$ cat config.mk
export PLATFORM = sky130hd
export DESIGN_NAME = nou
export DESIGN_NICKNAME = d
export VERILOG_FILES = /design/src/nou_pkg.sv /design/src/nou_if.sv /design/src/nou_fetch.sv /design/src/nou_decode.sv /design/src/nou_pwu.sv /design/src/nou_retire.sv /design/src/nou.sv
export SDC_FILE = /design/constraint.sdc
export NUM_CORES = 1
export LEC_CHECK = 0
export CAP_MARGIN = 40
export CORE_MARGIN = 4
export CORE_UTILIZATION = 55
export CTS_CLUSTER_DIAMETER = 60
export DETAILED_ROUTE_END_ITERATION = 6
export DONT_BUFFER_PORTS = 1
export PLACE_DENSITY = 0.81
export SLEW_MARGIN = 0
export SYNTH_ARGS = -nofsm -noshare
export SYNTH_HDL_FRONTEND = slang
export SYNTH_SLANG_ARGS = --single-unit
export TNS_END_PERCENT = 10
$ cat constraint.sdc
create_clock -name nou_clk -period 4.5 [get_ports nou_clk]
set_clock_uncertainty 0.2 [all_clocks]
set_input_delay 0.225 -clock nou_clk [delete_from_list [all_inputs] [get_ports nou_clk]]
set_output_delay 0.225 -clock nou_clk [all_outputs]
set_load 0.02 [all_outputs]
$ cat src/nou_pkg.sv
// Shared widths, command field positions and codes of the NOU control pipeline.
// Modules refer to these by scoped name.
package nou_pkg;

   // Request and response words
   localparam int NOU_XOCC_CMD_WIDTH = 32;
   typedef logic [NOU_XOCC_CMD_WIDTH-1:0] nou_cmd_t;

   localparam int NOU_SID_WIDTH = 4;
   typedef logic [NOU_SID_WIDTH-1:0] nou_sid_t;

   localparam int NOU_PKT_ID_WIDTH = 8;
   typedef logic [NOU_PKT_ID_WIDTH-1:0] nou_pkt_id_t;

   localparam int NOU_REQ_TYPE_WIDTH = 4;
   typedef logic [NOU_REQ_TYPE_WIDTH-1:0] nou_req_type_t;

   // Field positions, shared by request and response words
   localparam int REQ_TYPE_LSB   = 28;
   localparam int SID_LSB        = 24;
   localparam int PKT_ID_LSB     = 16;
   // Response only
   localparam int RSP_STATUS_POS = 15;
   localparam int RSP_ERR_LSB    = 12;

   // Request types, all other codes are invalid
   localparam nou_req_type_t REQ_WL_ADD = 4'd1;
   localparam nou_req_type_t REQ_WL_DEL = 4'd2;
   localparam nou_req_type_t REQ_WL_CHK = 4'd3;

   // Whitelist operation after decode
   typedef enum logic [1:0] {
      OP_ADD,
      OP_DEL,
      OP_CHK,
      OP_BAD
   } nou_op_e;

   // Error codes
   localparam int NOU_ERR_WIDTH = 3;
   typedef logic [NOU_ERR_WIDTH-1:0] nou_err_t;

   localparam nou_err_t ERR_NONE    = 3'd0;
   localparam nou_err_t ERR_FULL    = 3'd1;
   localparam nou_err_t ERR_EXIST   = 3'd2;
   localparam nou_err_t ERR_MISS    = 3'd3;
   localparam nou_err_t ERR_BAD_REQ = 3'd4;

endpackage

$ cat src/nou_if.sv
// Stage-to-stage groups inside the NOU: whitelist requests from decode
// and unit results into retire.

// Decode to packet whitelist unit, held stable until ack
interface nou_wl_req_if;
   logic                   vld;
   logic                   ack;
   nou_pkg::nou_sid_t      sid;
   nou_pkg::nou_req_type_t req_type;
   nou_pkg::nou_op_e       op;
   nou_pkg::nou_pkt_id_t   pkt_id;

   modport decode (
      output vld, sid, req_type, op, pkt_id,
      input  ack
   );

   modport pwu (
      input  vld, sid, req_type, op, pkt_id,
      output ack
   );
endinterface

// Unit result to retire, held while keep is high
interface nou_unit_rsp_if;
   logic                   vld;
   logic                   keep;
   nou_pkg::nou_sid_t      sid;
   nou_pkg::nou_req_type_t req_type;
   nou_pkg::nou_pkt_id_t   pkt_id;
   logic                   status;
   nou_pkg::nou_err_t      err;

   modport unit (
      output vld, sid, req_type, pkt_id, status, err,
      input  keep
   );

   modport retire (
      input  vld, sid, req_type, pkt_id, status, err,
      output keep
   );
endinterface

$ cat src/nou_fetch.sv
// Fetch stage that pops the external request FIFO into one holding register
// and offers the command to decode.
module nou_fetch (
   input  logic              nou_clk,
   input  logic              rst_n,
   input  logic              req_fifo_nou_empty_f0,
   input  nou_pkg::nou_cmd_t req_fifo_nou_data_f1,
   input  logic              decode_ack,
   output logic              nou_req_fifo_rd_en_f0,
   output logic              fetch_vld,
   output nou_pkg::nou_cmd_t fetch_cmd
);

   // Read in flight whose data shows up on f1 this cycle
   logic rd_pend;

   // At most one read outstanding and only when the slot is free on arrival
   assign nou_req_fifo_rd_en_f0 = !req_fifo_nou_empty_f0 && !rd_pend &&
                                  (!fetch_vld || decode_ack);

   always_ff @(posedge nou_clk or negedge rst_n) begin
      if (!rst_n) begin
         rd_pend   <= 1'b0;
         fetch_vld <= 1'b0;
      end else begin
         rd_pend <= nou_req_fifo_rd_en_f0;
         if (rd_pend) begin
            fetch_vld <= 1'b1;
         end else if (decode_ack) begin
            fetch_vld <= 1'b0;
         end
      end
   end

   // Holding register
   always_ff @(posedge nou_clk) begin
      if (rd_pend) begin
         fetch_cmd <= req_fifo_nou_data_f1;
      end
   end

   // A landing read never overwrites a command that decode has not taken
   a_no_overwrite: assert property (
      @(posedge nou_clk) disable iff (!rst_n)
      rd_pend |-> !fetch_vld || decode_ack
   );

endmodule

$ cat src/nou_decode.sv
// Decode stage: registers one fetched command, splits out its fields and
// turns the request type into a whitelist operation.
module nou_decode (
   input  logic              nou_clk,
   input  logic              rst_n,
   input  logic              fetch_vld,
   input  nou_pkg::nou_cmd_t fetch_cmd,
   output logic              decode_ack,
   nou_wl_req_if.decode      req
);

   logic                   dec_vld;
   nou_pkg::nou_cmd_t      cmd_q;
   nou_pkg::nou_req_type_t req_type;

   // Take a new command when empty or when pwu takes the current one
   assign decode_ack = fetch_vld && (!dec_vld || req.ack);

   always_ff @(posedge nou_clk or negedge rst_n) begin
      if (!rst_n) begin
         dec_vld <= 1'b0;
      end else if (decode_ack) begin
         dec_vld <= 1'b1;
      end else if (req.ack) begin
         dec_vld <= 1'b0;
      end
   end

   always_ff @(posedge nou_clk) begin
      if (decode_ack) begin
         cmd_q <= fetch_cmd;
      end
   end

   // Field extraction
   assign req_type     = cmd_q[nou_pkg::REQ_TYPE_LSB +: nou_pkg::NOU_REQ_TYPE_WIDTH];
   assign req.vld      = dec_vld;
   assign req.req_type = req_type;
   assign req.sid      = cmd_q[nou_pkg::SID_LSB +: nou_pkg::NOU_SID_WIDTH];
   assign req.pkt_id   = cmd_q[nou_pkg::PKT_ID_LSB +: nou_pkg::NOU_PKT_ID_WIDTH];

   always_comb begin
      case (req_type)
         nou_pkg::REQ_WL_ADD: req.op = nou_pkg::OP_ADD;
         nou_pkg::REQ_WL_DEL: req.op = nou_pkg::OP_DEL;
         nou_pkg::REQ_WL_CHK: req.op = nou_pkg::OP_CHK;
         // Unknown codes still pass through to get an error response
         default:             req.op = nou_pkg::OP_BAD;
      endcase
   end

endmodule

$ cat src/nou_pwu.sv
// Packet whitelist unit: small content-addressed table of packet IDs.
// Runs add, delete and check, and holds each result for retire.
module nou_pwu #(
   parameter int WL_ENTRIES = 8
) (
   input  logic           nou_clk,
   input  logic           rst_n,
   nou_wl_req_if.pwu      req,
   nou_unit_rsp_if.unit   rsp
);

   localparam int IDX_W = (WL_ENTRIES > 1) ? $clog2(WL_ENTRIES) : 1;

   logic [WL_ENTRIES-1:0] wl_vld;
   nou_pkg::nou_pkt_id_t  wl_id [WL_ENTRIES];

   logic [WL_ENTRIES-1:0] match;
   logic                  hit;
   logic                  free_hit;
   logic [IDX_W-1:0]      free_idx;
   logic                  nxt_status;
   nou_pkg::nou_err_t     nxt_err;

   // CAM lookup
   always_comb begin
      for (int i = 0; i < WL_ENTRIES; i++) begin
         match[i] = wl_vld[i] && (wl_id[i] == req.pkt_id);
      end
   end
   assign hit = |match;

   // Lowest free entry wins
   always_comb begin
      free_hit = 1'b0;
      free_idx = '0;
      for (int i = WL_ENTRIES - 1; i >= 0; i--) begin
         if (!wl_vld[i]) begin
            free_hit = 1'b1;
            free_idx = IDX_W'(i);
         end
      end
   end

   always_comb begin
      nxt_status = 1'b0;
      nxt_err    = nou_pkg::ERR_NONE;
      case (req.op)
         nou_pkg::OP_ADD: begin
            if (hit) begin
               nxt_err = nou_pkg::ERR_EXIST;
            end else if (!free_hit) begin
               nxt_err = nou_pkg::ERR_FULL;
            end else begin
               nxt_status = 1'b1;
            end
         end
         nou_pkg::OP_DEL: begin
            nxt_status = hit;
            nxt_err    = hit ? nou_pkg::ERR_NONE : nou_pkg::ERR_MISS;
         end
         // Miss is not an error
         nou_pkg::OP_CHK: nxt_status = hit;
         default:         nxt_err = nou_pkg::ERR_BAD_REQ;
      endcase
   end

   // Result slot free or draining this cycle
   assign req.ack = req.vld && (!rsp.vld || !rsp.keep);

   always_ff @(posedge nou_clk or negedge rst_n) begin
      if (!rst_n) begin
         rsp.vld <= 1'b0;
         wl_vld  <= '0;
      end else begin
         if (req.ack) begin
            rsp.vld <= 1'b1;
         end else if (!rsp.keep) begin
            rsp.vld <= 1'b0;
         end
         if (req.ack && req.op == nou_pkg::OP_ADD && !hit && free_hit) begin
            wl_vld[free_idx] <= 1'b1;
         end else if (req.ack && req.op == nou_pkg::OP_DEL) begin
            wl_vld <= wl_vld & ~match;
         end
      end
   end

   always_ff @(posedge nou_clk) begin
      if (req.ack) begin
         rsp.sid      <= req.sid;
         rsp.req_type <= req.req_type;
         rsp.pkt_id   <= req.pkt_id;
         rsp.status   <= nxt_status;
         rsp.err      <= nxt_err;
      end
      if (req.ack && req.op == nou_pkg::OP_ADD && !hit && free_hit) begin
         wl_id[free_idx] <= req.pkt_id;
      end
   end

   // Table never holds a packet ID twice
   a_unique_id: assert property (
      @(posedge nou_clk) disable iff (!rst_n)
      req.vld |-> $onehot0(match)
   );

endmodule

$ cat src/nou_retire.sv
// Retire stage that formats unit results as response words and writes them
// into the external response FIFO when it has room.
module nou_retire (
   input  logic              nou_clk,
   input  logic              rst_n,
   input  logic              rsp_fifo_nou_full,
   nou_unit_rsp_if.retire    rsp,
   output logic              nou_rsp_fifo_wr_en,
   output nou_pkg::nou_cmd_t nou_rsp_fifo_data
);

   // Full FIFO stalls the unit
   assign rsp.keep           = rsp_fifo_nou_full;
   assign nou_rsp_fifo_wr_en = rsp.vld && !rsp_fifo_nou_full;

   // Response word with the unused low bits at zero
   always_comb begin
      nou_rsp_fifo_data = '0;
      nou_rsp_fifo_data[nou_pkg::REQ_TYPE_LSB +: nou_pkg::NOU_REQ_TYPE_WIDTH] =
         rsp.req_type;
      nou_rsp_fifo_data[nou_pkg::SID_LSB +: nou_pkg::NOU_SID_WIDTH] = rsp.sid;
      nou_rsp_fifo_data[nou_pkg::PKT_ID_LSB +: nou_pkg::NOU_PKT_ID_WIDTH] =
         rsp.pkt_id;
      nou_rsp_fifo_data[nou_pkg::RSP_STATUS_POS] = rsp.status;
      nou_rsp_fifo_data[nou_pkg::RSP_ERR_LSB +: nou_pkg::NOU_ERR_WIDTH] = rsp.err;
   end

   // A stalled result must still be there, unchanged, in the next cycle
   a_hold_stall: assert property (
      @(posedge nou_clk) disable iff (!rst_n)
      rsp.vld && rsp.keep |=> rsp.vld && $stable(rsp.sid) && $stable(rsp.pkt_id)
                              && $stable(rsp.err) && $stable(rsp.req_type)
                              && $stable(rsp.status)
   );

endmodule

$ cat src/nou.sv
// NOU control pipeline top level: fetch, decode, packet whitelist unit
// and retire between the request and response FIFOs.
module nou #(
   parameter int WL_ENTRIES = 8
) (
   input  logic              nou_clk,
   input  logic              rst_n,

   // Request FIFO
   input  nou_pkg::nou_cmd_t req_fifo_nou_data_f1,
   input  logic              req_fifo_nou_empty_f0,
   output logic              nou_req_fifo_rd_en_f0,

   // Response FIFO
   input  logic              rsp_fifo_nou_full,
   output logic              nou_rsp_fifo_wr_en,
   output nou_pkg::nou_cmd_t nou_rsp_fifo_data
);

   logic              fetch_vld;
   nou_pkg::nou_cmd_t fetch_cmd;
   logic              decode_ack;

   nou_wl_req_if   wl_req_if ();
   nou_unit_rsp_if unit_rsp_if ();

   nou_fetch u_fetch (
      .nou_clk               (nou_clk),
      .rst_n                 (rst_n),
      .req_fifo_nou_empty_f0 (req_fifo_nou_empty_f0),
      .req_fifo_nou_data_f1  (req_fifo_nou_data_f1),
      .decode_ack            (decode_ack),
      .nou_req_fifo_rd_en_f0 (nou_req_fifo_rd_en_f0),
      .fetch_vld             (fetch_vld),
      .fetch_cmd             (fetch_cmd)
   );

   nou_decode u_decode (
      .nou_clk    (nou_clk),
      .rst_n      (rst_n),
      .fetch_vld  (fetch_vld),
      .fetch_cmd  (fetch_cmd),
      .decode_ack (decode_ack),
      .req        (wl_req_if)
   );

   nou_pwu #(
      .WL_ENTRIES (WL_ENTRIES)
   ) u_pwu (
      .nou_clk (nou_clk),
      .rst_n   (rst_n),
      .req     (wl_req_if),
      .rsp     (unit_rsp_if)
   );

   nou_retire u_retire (
      .nou_clk            (nou_clk),
      .rst_n              (rst_n),
      .rsp_fifo_nou_full  (rsp_fifo_nou_full),
      .rsp                (unit_rsp_if),
      .nou_rsp_fifo_wr_en (nou_rsp_fifo_wr_en),
      .nou_rsp_fifo_data  (nou_rsp_fifo_data)
   );

endmodule

# --- Word level (Yosys, flattened, before mapping) ---
# Memories as Yosys holds them, arrays and structs flattened.
# Index checks and enable logic that the tools add are counted.
totals:
  ff_bits: 96
  ram_bits: 64
  in_bits: 36
  mem_count: 1
classes:
  order_cmp: 2
  n_eq_ne: 14
  muxes: 36
  bitwise_logic: 3
  reduce_logical: 34
mem_list:
  columns: ["name", "words", "word_bits", "read_ports", "rd_clocked_by_memory_dff", "wr", "line", "source"]
  rows:
  - ["u_pwu.wl_id", 8, 8, 8, 0, 1, "nou_pwu.sv:15", "nou_pkg::nou_pkt_id_t wl_id [WL_ENTRIES];"]
ops:
  columns: ["cell", "count"]
  rows:
  - ["8-bit == test", 8]
  - ["3-bit two-way mux", 9]
  - ["1-bit two-way mux", 20]
  - ["1-bit logical AND", 18]
  - ["8-bit two-way mux", 2]
  - ["3-bit case mux with 3 select lines", 1]
  - ["8-bit AND", 1]
  - ["4-bit by 2-bit == test with 1-bit output (second input constant)", 2]
  - ["8-bit NOT", 1]
  - ["8-bit OR", 1]
  - ["8-bit OR reduction", 1]
  - ["1-bit logical NOT", 7]
  - ["2-bit case mux with 3 select lines", 1]
  - ["2-bit nonzero test", 3]
  - ["4-bit by 1-bit == test with 1-bit output (second input constant)", 1]
  - ["3-bit by 4-bit < comparator with 1-bit output (second input constant)", 1]
  - ["1-bit demux with 3-bit select", 1]
  - ["3-bit by 1-bit greater-or-equal comparator with 1-bit output (second input constant)", 1]
  - ["1-bit logical OR", 3]
  - ["2-bit by 1-bit == test with 1-bit output (second input constant)", 1]
  - ["2-bit == test (second input constant)", 1]
  - ["2-bit logical NOT", 1]
  - ["2-bit two-way mux", 1]
  - ["2-bit by 1-bit != test with 1-bit output (second input constant)", 1]
  - ["other kinds (2)", 2]

# --- Longest topological paths before layout ---
# Gate-level depths: netlist (run 1).
logic_depth:
  word_depth: 14
  mapped_depth: 9
  depth_no_buf: 9

# --- By module ---
# A second synthesis (run 1) with hierarchy kept.
hier_totals:
  cells_unflattened: 351
  hier_area_um2: 5804.3
modules_own_cells:
  columns: ["mod", "instances", "cells_each", "area_per_inst_um2", "seq_area_each_um2"]
  rows:
  - ["nou_pwu", 1, 255, 3958.8, 2747.6]
  - ["nou_fetch", 1, 37, 1036.0, 1011.0]
  - ["nou_decode", 1, 24, 544.3, 505.5]
  - ["nou_retire", 1, 35, 265.3, 0.0]

# --- Worst setup path before layout (run 1) ---
# No wires, ideal clock.
synth_path:
  path_kind: "reg-to-reg"
  start: "reg u_decode.cmd_q[31]"
  end: "mem u_pwu.wl_id[4][0] in the netlist's numbering, enable pin"
  arrival_time_ns: 2.654
  t_required_ns: 3.919
  setup_slack_ns: 1.264
  path_stages_with_launch: 9
  n_path_buf: 0
  period_less_slack_ns: 3.236
  cell_sequence: "edfxtp_1 -> nor3b_1 -> nor2b_1 -> inv_1 -> ha_1 -> a211oi_2 -> nand4_1 -> or3b_1 -> nor4_2"
synth_between:
  elab_chain_len: 8
synth_lines:
  columns: ["item", "line", "source"]
  rows:
  - ["start: declaration", "nou_decode.sv:13", "nou_pkg::nou_cmd_t cmd_q;"]
  - ["start signal: assignment", "nou_decode.sv:31", "cmd_q <= fetch_cmd;"]
  - ["4-bit by 2-bit == test with 1-bit output or 4-bit by 1-bit == test with 1-bit output (tied branches)", "nou_decode.sv:43", "case (req_type)"]
  - ["2-bit case mux with 3 select lines *", "nou_decode.sv:43", null]
  - ["2-bit logical NOT *", "nou_pwu.sv:96", "if (req.ack && req.op == nou_pkg::OP_ADD && !hit && free_hit) begin"]
  - ["1-bit logical AND * (3 in series)", "nou_pwu.sv:96", null]
  - ["1-bit two-way mux *", "nou_pwu.sv:96", null]
  - ["1-bit two-way mux (implied by the code) *", "nou_pwu.sv:97", "wl_id[free_idx] <= req.pkt_id;"]
  - ["end: declaration", "nou_pwu.sv:15", null]
# Every way passes the cells marked *; elsewhere a longest branch is shown, timed or not.

# --- Worst setup path in the final report (run 1) ---
layout_path:
  start: "reg u_decode.cmd_q[31]"
  end: "mem u_pwu.wl_id[3][7] in the netlist's numbering, enable pin"
# The elaborated chain is that of the path after synthesis.

==> results of run 1 <==
==> per-layer routing <==
metal / up-vias / part of all wire / track usage
li1: 1225 / - / -
met1: 1378 / 0.37 / 0.234
met2: 140 / 0.54 / 0.350
met3: 17 / 0.067 / 0.0525
met4: 0 / 0.017 / 0.0694
met5: - / 0 / 0
==> stage by stage <==
step / setup WS, ns / hold slack, ns
2_1_floorplan: 1.26 / -0.271
3_3_place_gp: 1.26 / -0.270
3_5_place_dp: 1.13 / -0.270
4_1_cts: 1.02 / 0.119
5_1_grt: 0.688 / 0.132
6_report: 0.861 / 0.142
==> power breakdown <==
| group | internal, mW | total (mW) | switching (mW) |
|---|---|---|---|
| Combinational | 0.0945 | 0.225 | 0.131 |
| Sequential | 1.41 | 1.56 | 0.144 |
| Clock | 0.851 | 1.36 | 0.508 |
| Total | 2.36 | 3.14 | 0.783 |
==> cell families after synthesis <==
family | Yosys count | share of synthesized area
other | 1 | 0.000725
adders and majority gates | 2 | 0.00484
xor gates and xnor gates | 64 | 0.108
AOI/OAI and AO/OA | 23 | 0.0368
and+or+nand+nor | 69 | 0.0769
DFF | 128 | 0.732
buffers and inverters | 26 | 0.0377
muxes | 1 | 0.00290
==> cell type report <==
type | instances | area, um^2
clock buffer | 17 | 414
clock inverter | 15 | 184
fill | 575 | 3150
inverter | 4 | 15.0
multi-input combinational | 171 | 1230
sequential | 128 | 3780
tap | 111 | 139
timing repair buffer | 29 | 275
==> repair_timing <==
item	4_1_cts	5_1_grt
resized for setup	0	0
hold buffers	20	0
endpoints found under the hold margin	33	0
setup endpoints to repair	0	0
==> layout by cell type (no fill, tap or decap), drive strengths merged, types with 3 or more instances in the layout <==
master / synthesis / layout
nor2b: 3 / 3
nor3: 6 / 6
bufinv: 0 / 3
nor2: 7 / 7
xnor2: 24 / 24
o21ai: 3 / 3
nor4: 15 / 15
buf: 22 / 9
o32a: 4 / 4
nand3: 4 / 4
clkinv: 0 / 5
xor2: 40 / 40
inv: 4 / 9
conb: 1 / 12
dfrtp: 12 / 12
clkbuf: 0 / 17
and3: 5 / 5
o21a: 3 / 3
nand2: 13 / 13
nand4: 7 / 7
a21o: 3 / 3
dlygate4sd3: 0 / 20
edfxtp: 116 / 116
==> critical path, stage by stage (launching register included) <==
cell and delay, ns:
edfxtp_1 0.44, nor3b_1 0.58, nor2b_1 0.33, inv_1 0.08, ha_1 0.25, a211oi_2 0.38
nand4_1 0.23, nor3_1 0.33, and3b_1 0.47
==> sequential cells by signal, indices dropped and copies added (netlist names) <==
name                cells
u_pwu.wl_id            64
u_decode.cmd_q         16
u_fetch.fetch_cmd      16
u_pwu.rsp.pkt_id        8
u_pwu.wl_vld            8
u_pwu.rsp.req_type      4
u_pwu.rsp.sid           4
u_pwu.rsp.err           3
u_decode.req.vld        1
u_fetch.fetch_vld       1
u_fetch.rd_pend         1
u_pwu.rsp.status        1
u_pwu.rsp.vld           1
==> final timing paths <==
kind | start | endpoint | slack, ns
max | u_decode.cmd_q[31] | u_pwu.wl_id[3][7] | 0.86
min | req_fifo_nou_data_f1[25] | u_fetch.fetch_cmd[25] | 0.14
max reg2reg | u_decode.cmd_q[31] | u_pwu.wl_id[3][7] | 0.86
min reg2reg | u_decode.cmd_q[25] | u_pwu.rsp.sid[1] | 0.23
max in group asynchronous | rst_n | u_pwu.wl_vld[4] | 3.16
min in group asynchronous | rst_n | u_pwu.rsp.vld | 0.52
==> impl_results.md, run 1 <==
* Leakage at 2.13 nW
* Relative slew margins at 0.412
* Max cap viols at 0
* Synthesized area per cell at 16.5 um^2
* Cells after DPL at between 400 and 500
* Cells after Synth at 314
* Wire per inst at about 21 um
* Tcrit/Tclk final at 0.809
* N_diodes at 0
* Worst slew pin tran at a little under 0.9 ns
* Top-count cell post-synth: edfxtp_1
* Die width at 105 um
* Initial DRC count at 343
* P&R area growth vs syn at 16.9%
* Vias in the first global route at 2931
* Crit path launch type: register
* R2R cell count at 8
* First-pass GRT wire length at 16500 um
* Setup repair bufs after CTS at 0
* Post-synth ARST share at 0.0938
* Nets@finish at slightly below 400
* Post-synth EDFFs at 116
* Fin area at 6040 um^2
* Total gr overflow at 0
* # port buffers at 0
* HPWL after DPL at 5570 um
* Fin. max-slew vios at 0
* Total Die Area at 11000 um^2
* Cell area after synthesis at between 5000 and 6000 um^2
* # rows at 35
* Setup-failing EPs final at 0
* Peak supply drop at 375 uV
* Synth warn at 0
* GRT Util Overall at 0.198
* Vias per Instance at 5.81
* Netlist cell types at between 40 and 50
* Synth top area share at 0.674
* Worst Hold Path Cells at 1
* Core Util, Final at 0.657
* CTS Buf Count at 17
* Core box area at roughly 9200 um^2
* Final hold vios at 0
* Die H at around 100 um
* Number of H-tree levels at 4
* Power density cells at about 520 nW/um^2
* CTS sink count at 128
* CP Class: reg2reg
* TritonRoute pass-1 iters at 4
* Antenna violations before repair at 0
* Total power at about 3.1 mW
* Ports at 70
* Cell Area, Placed at between 5000 and 6000 um^2
* Clock Tree Buf Depth at 2
* Peak Freq at 0.275 GHz
* Post-synth top flop: edfxtp_1
* Worst Path Arrival at 3.60 ns
* Setup_tns at 0 ns
* Worst EP required at 4.46 ns
* Post-synth top area cell: edfxtp_1
* Top cells by count, synth: edfxtp_1, xor2_1, xnor2_1, buf_4
* Starting Density at 0.562
* Final ANT Viol Nets at 0
* Max Fanout on Critical Path at 8
* Post-synthesis register bit count at 128
* RSZ-0062 raised after global routing: false
* Worst Hold Class: in2reg
* Worst skew pair latency at ~0.5 ns
* Worst-path clk slew at ~0.060 ns
* Root Driver: clkbuf_8
* DR vias at 2760
* Synth area leaders: edfxtp_1, xor2_1, dfrtp_1, xnor2_1, buf_4
* CTS tree: yes
* Share of layout cells above drive strength 1 at 0.126
* CP endpoint kind: register
* Final min period at 3.64 ns
* Fin cells at 475
* Drc violations at 0
* Sequential area share after synthesis at 0.732
* Status: complete, no violations
* Routability cong. at 0.868
* Total routed wirelength at 10100 um
* Largest net degree at the start of global routing at 18
Power figures use the tool's default switching activity.
==> run 2: changes to the inputs <==
==> constraint.sdc (replaced) <==
create_clock -name nou_clk -period 3.6 [get_ports nou_clk]
set_clock_uncertainty 0.2 [all_clocks]
set_input_delay 0.18 -clock nou_clk [delete_from_list [all_inputs] [get_ports nou_clk]]
set_output_delay 0.18 -clock nou_clk [all_outputs]
set_load 0.02 [all_outputs]
==> run 2 against run 1 <==
Effect of this change:
- combinational power increased by 56%
- die area stayed put
- sequential power rose by 21%
- routed wire length shrank 3.5%
- via count is 1.4% lower
- critical path type unchanged
- utilization up 0.64 points
- non-clock buffer count up 8
- first-iteration DRC count fell by 19%
- hold slack lost 0.048 ns
- count of clock-buffer cells in the layout up 1
- clock power increased by 25%
- flip-flop and latch count did not move
- largest power group unchanged
==> impl_results.md, run 2 (synthesized netlist as in run 1, its figures left out) <==
* Setup-failing EPs final at 0 (unchanged)
* Crit-path slowest cell: or3b_1
* Max cap viols at 0 (unchanged)
* # port buffers at 0 (unchanged)
* Worst EP required at 3.61 ns (-0.85 ns)
* Starting Density at 0.562 (unchanged)
* Drc violations at 0 (unchanged)
* P&R area growth vs syn at 18.0%
* Ports at 70 (unchanged)
* Total Die Area at 11000 um^2 (unchanged)
* Largest regs: u_pwu.wl_id x64, u_decode.cmd_q x16, u_fetch.fetch_cmd x16
* Hold Crit Start: req_fifo_nou_data_f1[16]
* TritonRoute pass-1 iters at 5 (+1)
* Vias per Instance at 5.64 (-3.0%)
* Largest net degree at the start of global routing at 24 (+6)
* CTS tree: yes
* CP peak stage delay at 0.45 ns (-0.13 ns)
* Multi-input gate area at 1240 um^2 (+0.41%)
* Crit Reg-Reg Startpoint: u_decode.cmd_q[31]
* Initial DRC count at 277 (-19%)
* Worst skew pair latency at 0.51 ns (about the same)
* Final min period at 3.31 ns (-0.332 ns)
* HPWL after DPL at 5480 um (-1.7%)
* DR vias at 2722 (-1.4%)
* Total routed wirelength at 9790 um (-3.5%)
* Tcrit/Tclk final at 0.919 (+0.110)
* Die H at 105 um (unchanged)
* Peak supply drop at 676 uV (+80%)
* CP startpoint: u_decode.cmd_q[31]
* Setup_tns at 0 ns (unchanged)
* Share of layout cells above drive strength 1 at 0.148 (+0.0215)
* Pre-CTS setup slack at 0.174 ns (-0.958 ns)
* GRT Util Overall at 0.188 (-0.0101)
* Commonest non-fill, non-tap cell in the layout: edfxtp_1
* Leakage at 2.17 nW (+1.9%)
* First-pass GRT wire length at 15600 um (-5.5%)
* Die width at 105 um (unchanged)
* Worst Path Arrival at 3.31 ns (-0.29 ns)
* Routability cong. at 0.855 (-1.4%)
* CP Class: reg2reg
* Crit path buf inv count at 2 (+1)
* Nets@finish at 397 (+2.1%)
* Core Util, Final at 0.664 (+0.00639)
* Total power at 3.94 mW (+25%)
* Wire per inst at 20.3 um (-5.1%)
* RSZ-0062 raised after global routing: false
* CTS Buf Count at 17 (unchanged)
* Fin. max-slew vios at 0 (unchanged)
* Most frequent cells in the layout: edfxtp_1, xor2_1, xnor2_1, dlygate4sd3_1, buf_4
* CTS sink count at 128 (unchanged)
* Worst slew pin tran at 0.769 ns (-0.114 ns)
* Delay-heaviest family, CP: simple AND/OR/NAND/NOR gates
* Core box area at 9200 um^2 (unchanged)
* Root Driver: clkbuf_8
* Total gr overflow at 0 (unchanged)
* Number of H-tree levels at 4 (unchanged)
* Final ANT Viol Nets at 0 (unchanged)
* CP endpoint kind: register
* Cell Chain, Critical Path: nor3b_2 -> nor2b_1 -> inv_1 -> ha_1 -> a211oi_2 -> nand4_1 -> or3b_1 -> nor4_2 -> buf_4
* Status: complete, no violations
* Reg area at 3780 um^2 (unchanged)
* Vias in the first global route at 2840 (-3.1%)
* Setup repair bufs after CTS at 0 (unchanged)
* Peak Freq at 0.302 GHz (+10%)
* Fill count at 573 (-0.35%)
* Crit path launch type: register
* Largest Register: u_pwu.wl_id
* N_diodes at 0 (unchanged)
* Setup ws final at 0.293 ns (-0.568 ns)
* # rows at 35 (unchanged)
* Power density cells at 645 nW/um^2 (+24%)
* Worst-path clk slew at 0.06 ns (about the same)
* Max reg flops at 64 (unchanged)
* Relative slew margins at 0.487 (+0.0757)
* Max Fanout on Critical Path at 9 (+1)
* Antenna violations before repair at 0 (unchanged)
* Worst Hold Class: in2reg
* Clock Tree Buf Depth at 2 (unchanged)
* Final hold vios at 0 (unchanged)
-- run 2: power by group --
part / switching (mW) / internal [mW] / total (mW)
clock: 0.639 / 1.07 / 1.70
sequential: 0.120 / 1.77 / 1.89
combinational: 0.224 / 0.127 / 0.350
-- run 2: final cells by class --
| class | instances | share of cell area |
|---|---|---|
| clock buffers | 18 | 0.0685 |
| clock inverters | 14 | 0.0297 |
| repair buffers | 37 | 0.0537 |
| well taps | 111 | 0.0228 |
| flip-flops and latches | 128 | 0.620 |
| multi-input cells | 171 | 0.203 |
| inverters | 4 | 0.00246 |
-- run 2: metal layers --
layer,part of all wire,vias to the layer above,GRT usage
li1,-,1236,-
met1,0.38,1340,0.223
met2,0.55,130,0.321
met3,0.056,16,0.0500
met4,0.018,0,0.0872
met5,0,-,0
-- run 2: stage by stage --
step / area, um^2 / instances / hold WS, ns
floorplan: 5210 / 325 / -0.316
global placement: 5300 / 431 / -0.315
detailed placement: 5300 / 431 / -0.315
CTS: 6100 / 483 / 0.0714
global route: 6100 / 483 / 0.0720
finish: 6100 / 483 / 0.0940
-- run 2: worst register-to-register path: cells and delay by family, from the launching register on --
family | cells | cell delay [ns]
simple gates | 5 | 1.47
flops | 1 | 0.43
compound gates | 1 | 0.34
buf+inv | 2 | 0.31
fa+ha+maj | 1 | 0.24
-- run 2: path summary, 6_finish.rpt --
check                                         to  slack [ns]  depth (start not counted)
max reg2reg                    u_pwu.wl_id[4][7]        0.29                          9
max in group asynchronous        u_pwu.wl_vld[6]        2.30                          2
min                        u_fetch.fetch_cmd[16]        0.09                          1
min reg2reg                   u_decode.cmd_q[29]        0.22                          0
max                            u_pwu.wl_id[4][7]        0.29                          9
min in group asynchronous        u_fetch.rd_pend        0.46                          2
-- run 2: repair_timing --
action | 4_1_cts | 5_1_grt
gates resized for setup | 0 | 1
hold buffers | 20 | 0
hold endpoints to repair | 33 | 0
setup endpoints to repair | 0 | 26
==> run 3: changes to the inputs <==
--- a/config.mk
+++ b/config.mk
@@ -12,6 +12,7 @@
 export DETAILED_ROUTE_END_ITERATION = 6
 export DONT_BUFFER_PORTS = 1
 export PLACE_DENSITY = 0.81
+export REMOVE_ABC_BUFFERS = 1
 export SLEW_MARGIN = 0
 export SYNTH_ARGS = -nofsm -noshare
 export SYNTH_HDL_FRONTEND = slang
==> constraint.sdc (replaced) <==
create_clock -name nou_clk -period 3.6 [get_ports nou_clk]
set_clock_uncertainty 0.2 [all_clocks]
set_input_delay 0.54 -clock nou_clk [delete_from_list [all_inputs] [get_ports nou_clk]]
set_output_delay 0.54 -clock nou_clk [all_outputs]
set_load 0.02 [all_outputs]
==> run 3 against run 2 <==
Effect of this change:
- clock power barely moved
- count of clock-buffer cells in the layout did not move
- global-route usage is 0.16 points higher
- sequential power about the same
- critical path depth shrank 3
- power shrank 0.51%
- final area rose by 0.33%
- flip-flop and latch count is the same
- utilization grew 0.22 points
- critical endpoint is now u_pwu.wl_id[3][2]
- largest power group unchanged
- highest routed layer unchanged
==> impl_results.md, run 3 (synthesized netlist as in run 1, its figures left out) <==
* CTS Buf Count at 17 (unchanged)
* Setup repair bufs after CTS at 0 (unchanged)
* Tcrit/Tclk final at 0.897 (-0.0217)
* Ports at 70 (unchanged)
* Worst EP required at 3.57 ns (-0.04 ns)
* CTS tree: yes
* Commonest non-fill, non-tap cell in the layout: edfxtp_1
* Status: complete, no violations
* Cell Chain, Critical Path: xor2_1 -> nor4_1 -> and3_1 -> a2111o_1 -> nor3_1 -> and3b_1
* Worst-path clk slew at 0.06 ns (about the same)
* Worst Hold End: u_fetch.fetch_vld
* Clock Tree Buf Depth at 2 (unchanged)
* Final hold vios at 0 (unchanged)
* HPWL after DPL at 5790 um (+5.6%)
* Fill count at 579 (+1.0%)
* Fin. max-slew vios at 0 (unchanged)
* Capture point of the worst reg-to-reg path: u_pwu.wl_id[3][2]
* Internal power at 2.96 mW (+0.18%)
* Drc violations at 0 (unchanged)
* Leakage at 2.18 nW (+0.10%)
* Setup ws final at 0.371 ns (+0.0782 ns)
* Setup-failing EPs final at 0 (unchanged)
* Root Driver: clkbuf_8
* Wire per inst at 19.8 um (-2.3%)
* Combinational share of power at 0.083 (-0.006)
* DR vias at 2707 (-0.55%)
* CP Class: reg2reg
* Routability cong. at 0.827 (-3.4%)
* Worst Hold Class: in2reg
* Die H at 105 um (unchanged)
* CP peak stage delay at 0.86 ns (+0.41 ns)
* R2R cell count at 6 (-3)
* Clock share of power at 0.432 (about the same)
* Setup_tns at 0 ns (unchanged)
* R2R setup slack at 0.37 ns (+0.08 ns)
* Most frequent cells in the layout: edfxtp_1, xor2_1, xnor2_1, dlygate4sd3_1
* Worst slew pin tran at 0.793 ns (+0.0244 ns)
* Worst Hold Path Cells at 1 (unchanged)
* Pre-CTS setup slack at 0.333 ns (+0.158 ns)
* Delay-heaviest family, CP: simple AND/OR/NAND/NOR gates
* Vias in the first global route at 2914 (+2.6%)
* Nets@finish at 397 (unchanged)
* Worst Path Arrival at 3.20 ns (-0.11 ns)
* Hold Crit Start: rsp_fifo_nou_full
* Core Util, Final at 0.666 (+0.00218)
* Crit path launch type: register
* Final ANT Viol Nets at 0 (unchanged)
* Peak supply drop at 565 uV (-16%)
* Max Fanout on Critical Path at 15 (+6)
* Switching share of power at 0.244 (-0.00518)
* Total routed wirelength at 9560 um (-2.3%)
* Crit Reg-Reg Startpoint: u_decode.cmd_q[21]
* Multi-input gate area at 1240 um^2 (unchanged)
* Largest net degree at the start of global routing at 18 (-25%)
* Hold WS at 0.0754 ns (-0.0186 ns)
* Relative slew margins at 0.471 (-0.0163)
* Sequential share of power at 0.485 (+0.006)
* Final min period at 3.23 ns (-0.0782 ns)
* CP endpoint kind: register
* Switching Power at 0.958 mW (-2.6%)
* RSZ-0062 raised after global routing: false
* Reg area at 3780 um^2 (unchanged)
* First-pass GRT wire length at 15500 um (-0.35%)
* Initial DRC count at 170 (-39%)
* Max reg flops at 64 (unchanged)
* Antenna violations before repair at 0 (unchanged)
* Total gr overflow at 0 (unchanged)
* Peak Freq at 0.310 GHz (+2.4%)
* Largest Register: u_pwu.wl_id
* # port buffers at 0 (unchanged)
* Crit path buf inv count at 0 (-2)
* Core box area at 9200 um^2 (unchanged)
* Total Die Area at 11000 um^2 (unchanged)
* Vias per Instance at 5.60 (-0.55%)
* Critical path depth at 6 (-3)
* Largest regs: u_pwu.wl_id x64, u_decode.cmd_q x16, u_fetch.fetch_cmd x16
* CTS sink count at 128 (unchanged)
* TritonRoute pass-1 iters at 4 (-1)
* Max cap viols at 0 (unchanged)
* # rows at 35 (unchanged)
* Power density cells at 640 nW/um^2 (-0.83%)
* Crit-path slowest cell: edfxtp_1
* Starting Density at 0.562 (unchanged)
* Share of layout cells above drive strength 1 at 0.151 (+0.00269)
* GRT Util Overall at 0.190 (+0.00157)
* N_diodes at 0 (unchanged)
* Worst skew pair latency at 0.50 ns (about the same)
* P&R area growth vs syn at 18.4%
* Die width at 105 um (unchanged)
* Number of H-tree levels at 4 (unchanged)
[run 3: cell types whose count changed in the layout (fill, tap and decap cells not counted)]
cell / before / now
buf_4: 17 / 16
clkinv_4: 6 / 3
dlygate4sd3_1: 20 / 19
buf_12: 0 / 2
inv_6: 3 / 4
clkinvlp_4: 1 / 3
[run 3: cell type report]
cell class	count	area share
inverters	4	0.00245
multi-input cells	171	0.202
flip-flops and latches	128	0.618
clock inverters	14	0.0292
repair buffers	37	0.0572
well taps	111	0.0227
clock buffers	18	0.0682
[run 3: routing by layer]
metal  track usage  vias to the layer above  part of all wire
met4        0.0731                        0            0.0087
li1              -                     1236                 -
met2         0.319                      110              0.54
met5             0                        -                 0
met3        0.0735                        6             0.068
met1         0.220                     1355              0.39
[run 3: repair_timing]
item	4_1_cts	5_1_grt
hold buffers	19	0
endpoints found under the setup margin	0	8
endpoints found under the hold margin	31	0
resized for setup	0	1
[run 3: how the worst max path moves through the flow]
stage	startpoint	endpoint
global placement	u_decode.cmd_q[31]	u_pwu.wl_id[5][7]
floorplan	u_decode.cmd_q[31]	u_pwu.wl_id[4][0]
CTS	u_decode.cmd_q[31]	u_pwu.wl_id[4][0]
finish	u_decode.cmd_q[21]	u_pwu.wl_id[3][2]
detailed placement	u_decode.cmd_q[31]	u_pwu.wl_id[4][4]
global route	u_decode.cmd_q[21]	u_pwu.wl_id[3][3]
[run 3: worst register-to-register path, cell delays in order, from the launching register on]
cell	delay (ns)
edfxtp_1	0.86
xor2_1	0.23
nor4_1	0.09
and3_1	0.19
a2111o_1	0.53
nor3_1	0.37
and3b_1	0.43
[run 3: power by group through the flow]
stage / clock [mW] / sequential, mW / combinational (mW)
3_3_place_gp: 0 / 1.92 / 0.286
6_report: 1.69 / 1.90 / 0.326
5_1_grt: 1.81 / 1.91 / 0.360
3_5_place_dp: 0 / 1.93 / 0.301
4_1_cts: 1.72 / 1.90 / 0.328
2_1_floorplan: 0 / 1.92 / 0.195
[run 3: per-stage QoR]
stage / cell area [um^2] / total power [mW] / cells
global placement: 5330 / 2.21 / 432
floorplan: 5030 / 2.11 / 303
finish: 6120 / 3.92 / 483
detailed placement: 5330 / 2.23 / 432
CTS: 6120 / 3.95 / 483
global route: 6120 / 4.08 / 483
